<file path="src/rtl/smc_pkg.sv">
// Single accesses only with no multi-access sequencing and no half-cycle write strobes
package smc_pkg;

   // --------------------
   // Widths
   // --------------------
   localparam int SMC_WS_W = 8;          // Wait-state count
   localparam int SMC_OE_W = 2;          // Read-strobe delay
   localparam int SMC_BE_W = 4;          // Byte lanes on the external bus

   // --------------------
   // Access state
   // --------------------
   // Encoding kept compact, two bits cover all four phases
   typedef enum logic [1:0]
   {
      SMC_IDLE  = 2'd0,                  // No access in progress
      SMC_LE    = 2'd1,                  // Address setup
      SMC_RW    = 2'd2,                  // Read/write phase, stretched by ws
      SMC_FLOAT = 2'd3                   // Read turnaround
   } smc_state_t;

   // --------------------
   // Access request
   // --------------------
   // Presented with valid_access for one cycle only
   typedef struct packed
   {
      logic                cs;           // Chip select
      logic                n_read;       // Low for read, high for write
      logic [SMC_BE_W-1:0] n_be;         // Byte enables, active low
      logic [SMC_WS_W-1:0] ws;           // Extra RW cycles
      logic [SMC_OE_W-1:0] oete;         // Read strobe held off this many RW cycles
   } smc_req_t;

   // --------------------
   // External strobes
   // --------------------
   // Every bit active low, idle value is all ones
   typedef struct packed
   {
      logic                n_rd;         // Read strobe
      logic                n_ext_oe;     // Bus-driver enable, writes only
      logic [SMC_BE_W-1:0] n_we;         // Per-byte write enables
      logic                n_wr;         // Write strobe
   } smc_strobe_t;

   // Note that n_we follows the stored n_be only while n_wr is low
   // and n_ext_oe tracks n_wr exactly, so the bus is
   // driven only while data is being written

   // Read strobe timing is relative to the end of RW,
   // oete moves only the leading edge and is clipped to ws

   // Busy length per access
   //   write  ws+2 cycles
   //   read   ws+3 cycles, one extra for the FLOAT turnaround

endpackage

</file>
<file path="src/rtl/smc_access_reg.sv">
// Request is captured only on valid_access and must not arrive while an access is active
`timescale 1ns/10ps

module smc_access_reg
   import smc_pkg::*;
(
   input  logic     sys_clk12,
   input  logic     n_sys_reset12,
   input  logic     valid_access,   // One-cycle load strobe
   input  smc_req_t req,            // Raw request from the bus side
   input  logic     acc_done,       // Last cycle of the access
   output smc_req_t r_req,          // Held request for the whole access
   output logic     r_cs            // Held chip select, low between accesses
);

   // --------------------
   // Request store
   // --------------------
   // Bus inputs may change freely after the load edge,
   // strobes only ever look at this copy
   always_ff @(posedge sys_clk12)
   begin
      if (valid_access)
         r_req <= req;              // Load on the sampling edge E0
   end

   // --------------------
   // Chip select
   // --------------------
   // Set from the request at E0, dropped on the edge after acc_done
   // so it covers exactly the busy cycles
   always_ff @(posedge sys_clk12 or negedge n_sys_reset12)
   begin
      if (!n_sys_reset12)
      begin
         r_cs <= 1'b0;
      end
      else if (valid_access)
      begin
         r_cs <= req.cs;            // New access
      end
      else if (acc_done)
      begin
         r_cs <= 1'b0;              // Access finished
      end
   end

   // Load and clear never meet here,
   // valid_access only comes in IDLE and acc_done never does

   // A low req.cs still runs a full access on the strobes,
   // only r_cs stays low for it

endmodule

</file>
<file path="src/rtl/smc_state_ctrl.sv">
// Single-access FSM with no back-pressure and valid_access assumed to come only while idle
`timescale 1ns/10ps

module smc_state_ctrl
   import smc_pkg::*;
(
   input  logic       sys_clk12,
   input  logic       n_sys_reset12,
   input  logic       valid_access,   // Start strobe, honored in IDLE only
   input  logic       n_read,         // Stored read/write flag
   input  logic       rw_last,        // Last wait-state cycle of RW
   output smc_state_t state,          // Current registered state
   output logic       acc_done,       // Final cycle of the access
   output logic       smc_busy        // High while an access runs
);

   smc_state_t next_state;

   // --------------------
   // Next state
   // --------------------
   always_comb
   begin
      next_state = state;                  // Hold by default
      case (state)
         SMC_IDLE:
         begin
            if (valid_access)
               next_state = SMC_LE;        // Address setup first
         end
         SMC_LE:
         begin
            next_state = SMC_RW;           // Always one setup cycle
         end
         SMC_RW:
         begin
            // Stretch until the counter reaches ws
            if (rw_last)
            begin
               if (n_read)
                  next_state = SMC_IDLE;   // Write ends here
               else
                  next_state = SMC_FLOAT;  // Read needs turnaround
            end
         end
         SMC_FLOAT:
         begin
            next_state = SMC_IDLE;
         end
         default:
         begin
            next_state = SMC_IDLE;
         end
      endcase
   end

   // Leaving to IDLE marks the last cycle of an access
   assign acc_done = (state != SMC_IDLE) && (next_state == SMC_IDLE);

   // --------------------
   // State and busy
   // --------------------
   always_ff @(posedge sys_clk12 or negedge n_sys_reset12)
   begin
      if (!n_sys_reset12)
      begin
         state    <= SMC_IDLE;
         smc_busy <= 1'b0;
      end
      else
      begin
         state    <= next_state;
         smc_busy <= (next_state != SMC_IDLE);  // Busy rises with LE
      end
   end

   // --------------------
   // Checks
   // --------------------
   // Requester must wait for busy to fall, there is no stall path
   a_valid_in_idle : assert property (
      @(posedge sys_clk12) disable iff (!n_sys_reset12)
      valid_access |-> (state == SMC_IDLE) && !smc_busy
   )
   else
      $error("valid_access raised while an access is in progress");

endmodule

</file>
<file path="src/rtl/smc_wait_counter.sv">
// Counts RW cycles up to the stored ws and relies on ws being held for the whole access
`timescale 1ns/10ps

module smc_wait_counter
   import smc_pkg::*;
(
   input  logic                sys_clk12,
   input  logic                n_sys_reset12,
   input  smc_state_t          state,       // Current access state
   input  logic [SMC_WS_W-1:0] ws,          // Stored wait states
   output logic [SMC_WS_W-1:0] rw_count,    // RW cycles already spent
   output logic                rw_last      // This RW cycle is the last one
);

   // --------------------
   // RW cycle count
   // --------------------
   // Zero on entry to RW, steps once per RW cycle,
   // drops back to zero after the last one
   always_ff @(posedge sys_clk12 or negedge n_sys_reset12)
   begin
      if (!n_sys_reset12)
         rw_count <= '0;
      else if ((state == SMC_RW) && !rw_last)
         rw_count <= rw_count + 1'b1;
      else
         rw_count <= '0;                    // Outside RW or leaving it
   end

   // Combinational so the FSM leaves RW in the same cycle
   assign rw_last = (rw_count == ws);

   // --------------------
   // Checks
   // --------------------
   // Relies on the access register keeping ws stable during RW
   a_count_in_range : assert property (
      @(posedge sys_clk12) disable iff (!n_sys_reset12)
      (state == SMC_RW) |-> (rw_count <= ws)
   )
   else
      $error("rw_count ran past the stored wait-state count");

endmodule

</file>
<file path="src/rtl/smc_strobe_gen.sv">
// Strobes lag the state by one cycle and full-cycle write strobes are the only write timing
`timescale 1ns/10ps

module smc_strobe_gen
   import smc_pkg::*;
(
   input  logic                sys_clk12,
   input  logic                n_sys_reset12,
   input  smc_state_t          state,       // Current access state
   input  logic [SMC_WS_W-1:0] rw_count,    // RW cycles already spent
   input  smc_req_t            r_req,       // Held request
   output smc_strobe_t         strobes      // Registered external strobes
);

   logic [SMC_WS_W-1:0] oete_ext;           // Read delay widened to count width
   logic [SMC_WS_W-1:0] rd_start;           // min(oete, ws)
   logic                in_rw;
   logic                is_write;
   logic                rd_on;
   smc_strobe_t         strobes_nxt;

   // --------------------
   // Read strobe window
   // --------------------
   assign oete_ext = {{(SMC_WS_W-SMC_OE_W){1'b0}}, r_req.oete};

   // Delay beyond ws would leave no read cycle so it is clipped
   assign rd_start = (oete_ext > r_req.ws) ? r_req.ws : oete_ext;

   assign in_rw    = (state == SMC_RW);
   assign is_write = r_req.n_read;          // High means write

   // Trailing edge fixed at end of RW and leading edge moved by oete
   assign rd_on = in_rw && !is_write && (rw_count >= rd_start);

   // --------------------
   // Strobe decode
   // --------------------
   always_comb
   begin
      strobes_nxt = '1;                     // All inactive by default
      if (in_rw && is_write)
      begin
         strobes_nxt.n_wr     = 1'b0;       // Whole RW phase
         strobes_nxt.n_ext_oe = 1'b0;       // Drive the data bus
         strobes_nxt.n_we     = r_req.n_be; // Only the enabled lanes
      end
      if (rd_on)
      begin
         strobes_nxt.n_rd = 1'b0;
      end
   end

   // --------------------
   // Output register
   // --------------------
   // Glitch-free pins one cycle behind state and count
   always_ff @(posedge sys_clk12 or negedge n_sys_reset12)
   begin
      if (!n_sys_reset12)
         strobes <= '1;                     // Everything high in reset
      else
         strobes <= strobes_nxt;
   end

   // Pins show ws+1 write cycles
   // and ws+1-min(oete, ws) read cycles
   // Both windows close two edges after the last RW cycle starts

   // --------------------
   // Checks
   // --------------------
   // Read and write must never drive the bus at once
   a_no_rd_wr_overlap : assert property (
      @(posedge sys_clk12) disable iff (!n_sys_reset12)
      !(!strobes.n_rd && !strobes.n_wr)
   )
   else
      $error("n_rd and n_wr low in the same cycle");

endmodule

</file>
<file path="src/rtl/smc_strobe_top.sv">
// Strobe section top for single accesses only with valid_access issued only while not busy
`timescale 1ns/10ps

module smc_strobe_top
   import smc_pkg::*;
(
   input  logic        sys_clk12,
   input  logic        n_sys_reset12,
   input  logic        valid_access,    // One-cycle request strobe
   input  smc_req_t    req,             // Request sampled with valid_access
   output smc_strobe_t strobes,         // External memory strobes
   output logic        smc_busy,        // Access in progress
   output logic        r_cs             // Held chip select
);

   smc_req_t            r_req;          // Request held for the access
   smc_state_t          state;          // Access state from the FSM
   logic                acc_done;       // Last cycle of the access
   logic [SMC_WS_W-1:0] rw_count;       // RW cycle count
   logic                rw_last;        // Last RW cycle

   // --------------------
   // Request hold
   // --------------------
   smc_access_reg u_access_reg (
      .sys_clk12     (sys_clk12),
      .n_sys_reset12 (n_sys_reset12),
      .valid_access  (valid_access),
      .req           (req),
      .acc_done      (acc_done),
      .r_req         (r_req),
      .r_cs          (r_cs)
   );

   // --------------------
   // Sequencing
   // --------------------
   smc_state_ctrl u_state_ctrl (
      .sys_clk12     (sys_clk12),
      .n_sys_reset12 (n_sys_reset12),
      .valid_access  (valid_access),
      .n_read        (r_req.n_read),
      .rw_last       (rw_last),
      .state         (state),
      .acc_done      (acc_done),
      .smc_busy      (smc_busy)
   );

   smc_wait_counter u_wait_counter (
      .sys_clk12     (sys_clk12),
      .n_sys_reset12 (n_sys_reset12),
      .state         (state),
      .ws            (r_req.ws),
      .rw_count      (rw_count),
      .rw_last       (rw_last)
   );

   // --------------------
   // Pin strobes
   // --------------------
   smc_strobe_gen u_strobe_gen (
      .sys_clk12     (sys_clk12),
      .n_sys_reset12 (n_sys_reset12),
      .state         (state),
      .rw_count      (rw_count),
      .r_req         (r_req),
      .strobes       (strobes)
   );

endmodule

</file>
<file path="config.mk">
export PLATFORM = sky130hd
export DESIGN_NAME = smc_strobe_top
export DESIGN_NICKNAME = d
export VERILOG_FILES = /design/src/rtl/smc_pkg.sv /design/src/rtl/smc_access_reg.sv /design/src/rtl/smc_state_ctrl.sv /design/src/rtl/smc_wait_counter.sv /design/src/rtl/smc_strobe_gen.sv /design/src/rtl/smc_strobe_top.sv
export SDC_FILE = /design/constraint.sdc
export NUM_CORES = 1
export LEC_CHECK = 0
export BUFFER_PORTS_ARGS = -buffer_cell sky130_fd_sc_hd__buf_4
export CORE_MARGIN = 10
export CORE_UTILIZATION = 49
export CTS_CLUSTER_DIAMETER = 150
export CTS_CLUSTER_SIZE = 20
export DETAILED_ROUTE_END_ITERATION = 12
export GPL_TIMING_DRIVEN = 0
export PLACE_DENSITY = 0.74
export SETUP_SLACK_MARGIN = 0.5
export SYNTH_ARGS = -nofsm -noshare
export SYNTH_HDL_FRONTEND = slang
export SYNTH_SLANG_ARGS = --single-unit
</file>
<file path="constraint.sdc">
create_clock -name sys_clk12 -period 2.3 [get_ports sys_clk12]
set_clock_uncertainty 0.2 [all_clocks]
set_input_delay 0.69 -clock sys_clk12 [delete_from_list [all_inputs] [get_ports sys_clk12]]
set_output_delay 0.69 -clock sys_clk12 [all_outputs]
set_load 0.05 [all_outputs]
</file>
==> flow_summary_export.csv <==
group,metric,value,unit
clocking,tritoncts,"built",
place,numPortBuffers,27,
hold_path,whs_path_depth,1,
critical_path,r2r-end,"u_strobe_gen.strobes[6]",
timing,finalSetupViolCount,1,
timing,slew_violations,0,
finish,final_cells,211,
finish,final_util,0.682,
synth,synthCells,123,
synth,yosysSeqAreaShare,0.585,
finish,regArea,908,um^2
synth,synth_cell_type_count,34,
hold_path,min_from,"u_access_reg.r_req[12]",
synth,synth_top_cell_by_area,"edfxtp_1",
hold_path,hp-class,"flip-flop to flip-flop",
drt,drt_iter0_drc,38,
drt,routed_wl,2900,um
place,gp_congestion,0.792,
drt,firstDrtPassIters,4,
finish,antenna_cells,0,
synth,synth-simple-area-share,0.139,
finish,layout-drive-gt1-share,0.389,
floorplan,core_area,0.00305,mm^2
critical_path,cp_slowest_cell,"edfxtp_1",
power_and_ir_drop,ir_drop,451,uV
synth,synth_seq_cells,33,
timing,fin_hold_ws,243,ps
outcome,violations,"setup timing",
synth,synth.most_common_cell,"edfxtp_1",
synth,synth-edff-count,15,
floorplan,die_x,76.3,um
place,placedCellCount,199,
synth,synth-async-reset-ratio,0.545,
synth,syn_avg_cell_area,12.6,um^2
synth,synth_compound_area_frac,0.0766,
drt,post_drt_wl_per_cell,13.7,um
finish,n_fill_cell,223,
synth,synth_area,0.00155,mm^2
critical_path,critical_path.cell_chain,"inv_2, ha_4, nor2b_1, o211ai_1, mux2_4, ha_4, nand2b_4, nand3_2, a21oi_2, o21ai_1",
outcome,outcome,"complete, but fails checks",
floorplan,ios,28,
floorplan,initial_utilization,0.508,
drt,drc_errors,0,
timing,rsz0062_at_grt,"yes",
critical_path,r2r_setup_slack,-110,ps
timing,fin_crit_sh,1.05,
synth,synthAdderAreaFrac,0.0887,
global_routing,grt_max_degree,20,
global_routing,grt_pass1_vias,1102,
clocking,clock_latency,330,ps
clocking,clock_path_buffers,2,
synth,ys_warn_count,0,
critical_path,cpLargestDelayFamily,"compound AO/OA/AOI/OAI gates",
clocking,clock_sinks,33,
critical_path,cpMostUsedCell,"ha_4",
critical_path,cp.arrival,2480,ps
synth,ys_dominant_reg_cell,"edfxtp_1",
finish,fin_nets,196,
hold_path,hold_path_end,"u_strobe_gen.strobes[3]",
timing,worst_slack,-111,ps
clocking,root_buffer,"clkbuf_4",
synth,synth_common_cells,"15 x edfxtp_1, 12 x dfrtp_1, 12 x nor2_1",
timing,finalHoldViolations,0,
floorplan,placementRows,20,
global_routing,grt_pass1_wl,5050,um
drt,num_vias,1040,
timing,fin_crit,2410,ps
timing,timing.fmax,415,MHz
finish,syn_to_final_growth,34.1,%
synth,synth_top_family_by_area,"simple AND/OR/NAND/NOR gates",
critical_path,required,2370,ps
drt,routed_via_density,4.93,
critical_path,end_kind,"flip-flop",
critical_path,start_kind,"flip-flop",
power_and_ir_drop,power.density,862,mW/mm^2
finish,multiInputGateArea,699,um^2
clocking,cts_buffers,5,
clocking,htreeDepth,2,
critical_path,max_stage_delay,420,ps
critical_path,r2r_start,"u_access_reg.r_req[3]",
critical_path,path_buf_inv,1,
global_routing,antenna_found_initial,0,
synth,synth_top_area_frac,0.290,
global_routing,gr-total-overflow,0,
synth,synthTopCellsByArea,"edfxtp_1 29%, dfrtp_1 19%, dfstp_2 10%",
synth,synthMuxAreaShare,0.00726,
floorplan,die_y,76.3,um
synth,synth_xor_area_frac,0.0790,
power_and_ir_drop,p_leak,0.878,nW
critical_path,rr_worst_depth,10,
global_routing,grtUsageTotal,0.108,
place,place_hpwl,2120,um
job,drv_cap,0,
floorplan,die_area,0.00582,mm^2
critical_path,crit_fanout,3,
clocking,clk_pin_slew,100,ps
critical_path,crit_type,"flip-flop to flip-flop",
drt,detail-route-antenna-nets,0,
repair_timing:
action	CTS	global route
pin swaps	1	6
hold buffers	0	1
endpoints found under the setup margin	9	10
resized for setup	16	9
hold endpoints to repair	0	3
buffers inserted	1	2
metrics by stage:
stage	setup WS (ps)	setup TNS, ps	power [mW]	area (um^2)
2_1_floorplan	49.2	0	1.10	1590
3_3_place_gp	-88.7	-88.7	1.23	1850
3_5_place_dp	-112	-112	1.25	1850
4_1_cts	-74.0	-74.0	1.73	2000
5_1_grt	-200	-200	1.90	2080
6_report	-111	-111	1.79	2080
where the power goes:
part	total, mW	internal, mW	leakage, nW	switching (mW)
sequential	0.800	0.710	0.368	0.0899
clock	0.443	0.260	0.0455	0.184
combinational	0.550	0.252	0.465	0.298
worst max-delay path by stage:
stage	startpoint	cells past startpoint	endpoint
after global routing	u_access_reg.r_req[3]	10	u_strobe_gen.strobes[6]
after detailed placement	u_access_reg.r_req[3]	10	u_strobe_gen.strobes[6]
after floorplan	u_access_reg.r_req[3]	10	u_strobe_gen.strobes[6]
after global placement	u_access_reg.r_req[3]	10	u_strobe_gen.strobes[6]
after CTS	u_access_reg.r_req[1]	9	u_strobe_gen.strobes[6]
final	u_access_reg.r_req[3]	10	u_strobe_gen.strobes[6]
sequential cells by signal, indices dropped and copies added, names as in the netlist:
signal                   count
u_access_reg.r_req          15
u_wait_counter.rw_count      8
u_strobe_gen.strobes         6
u_state_ctrl.state           2
u_access_reg.r_cs            1
u_state_ctrl.smc_busy        1
per-layer routing:
layer  vias to the layer above  global-route usage  wire length [um]
li1                        516                   -                 -
met4                         0              0.0446                46
met5                         -                   0                 0
met3                         6              0.0401               128
met1                       496               0.114              1140
met2                        22               0.187              1590
layout by cell type (no fill, tap or decap), types with 2 or more instances in the layout:
cell	count
ha_1	9
nor2_1	12
buf_4	21
dfstp_2	6
dfrtp_1	12
o21ai_1	2
nand3_1	5
inv_1	6
o211ai_1	2
edfxtp_1	15
nand4_1	2
ha_4	2
clkbuf_4	5
xor2_1	5
nor2b_1	2
a21oi_1	4
nand2_1	3
xnor2_1	8
buf_8	7
conb_1	6
or2_2	4
buf_6	3
cells by family after synthesis:
logic type / after synthesis
XOR/XNOR: 14
other: 1
adder cells (fa/ha/maj): 11
AO/OA/AOI/OAI: 17
flip-flops: 33
buffers and inverters: 8
multiplexers: 1
AND/OR/NAND/NOR: 38
cell type report:
type / count / share of cell area
flip-flops and latches: 33 / 0.437
multi-input cells: 87 / 0.336
repair buffers: 31 / 0.142
clock buffers: 7 / 0.0265
well taps: 44 / 0.0265
clock inverters: 1 / 0.0144
inverters: 7 / 0.0126
plain buffers: 1 / 0.00541
Note: power is estimated with default switching activity, not from simulation.
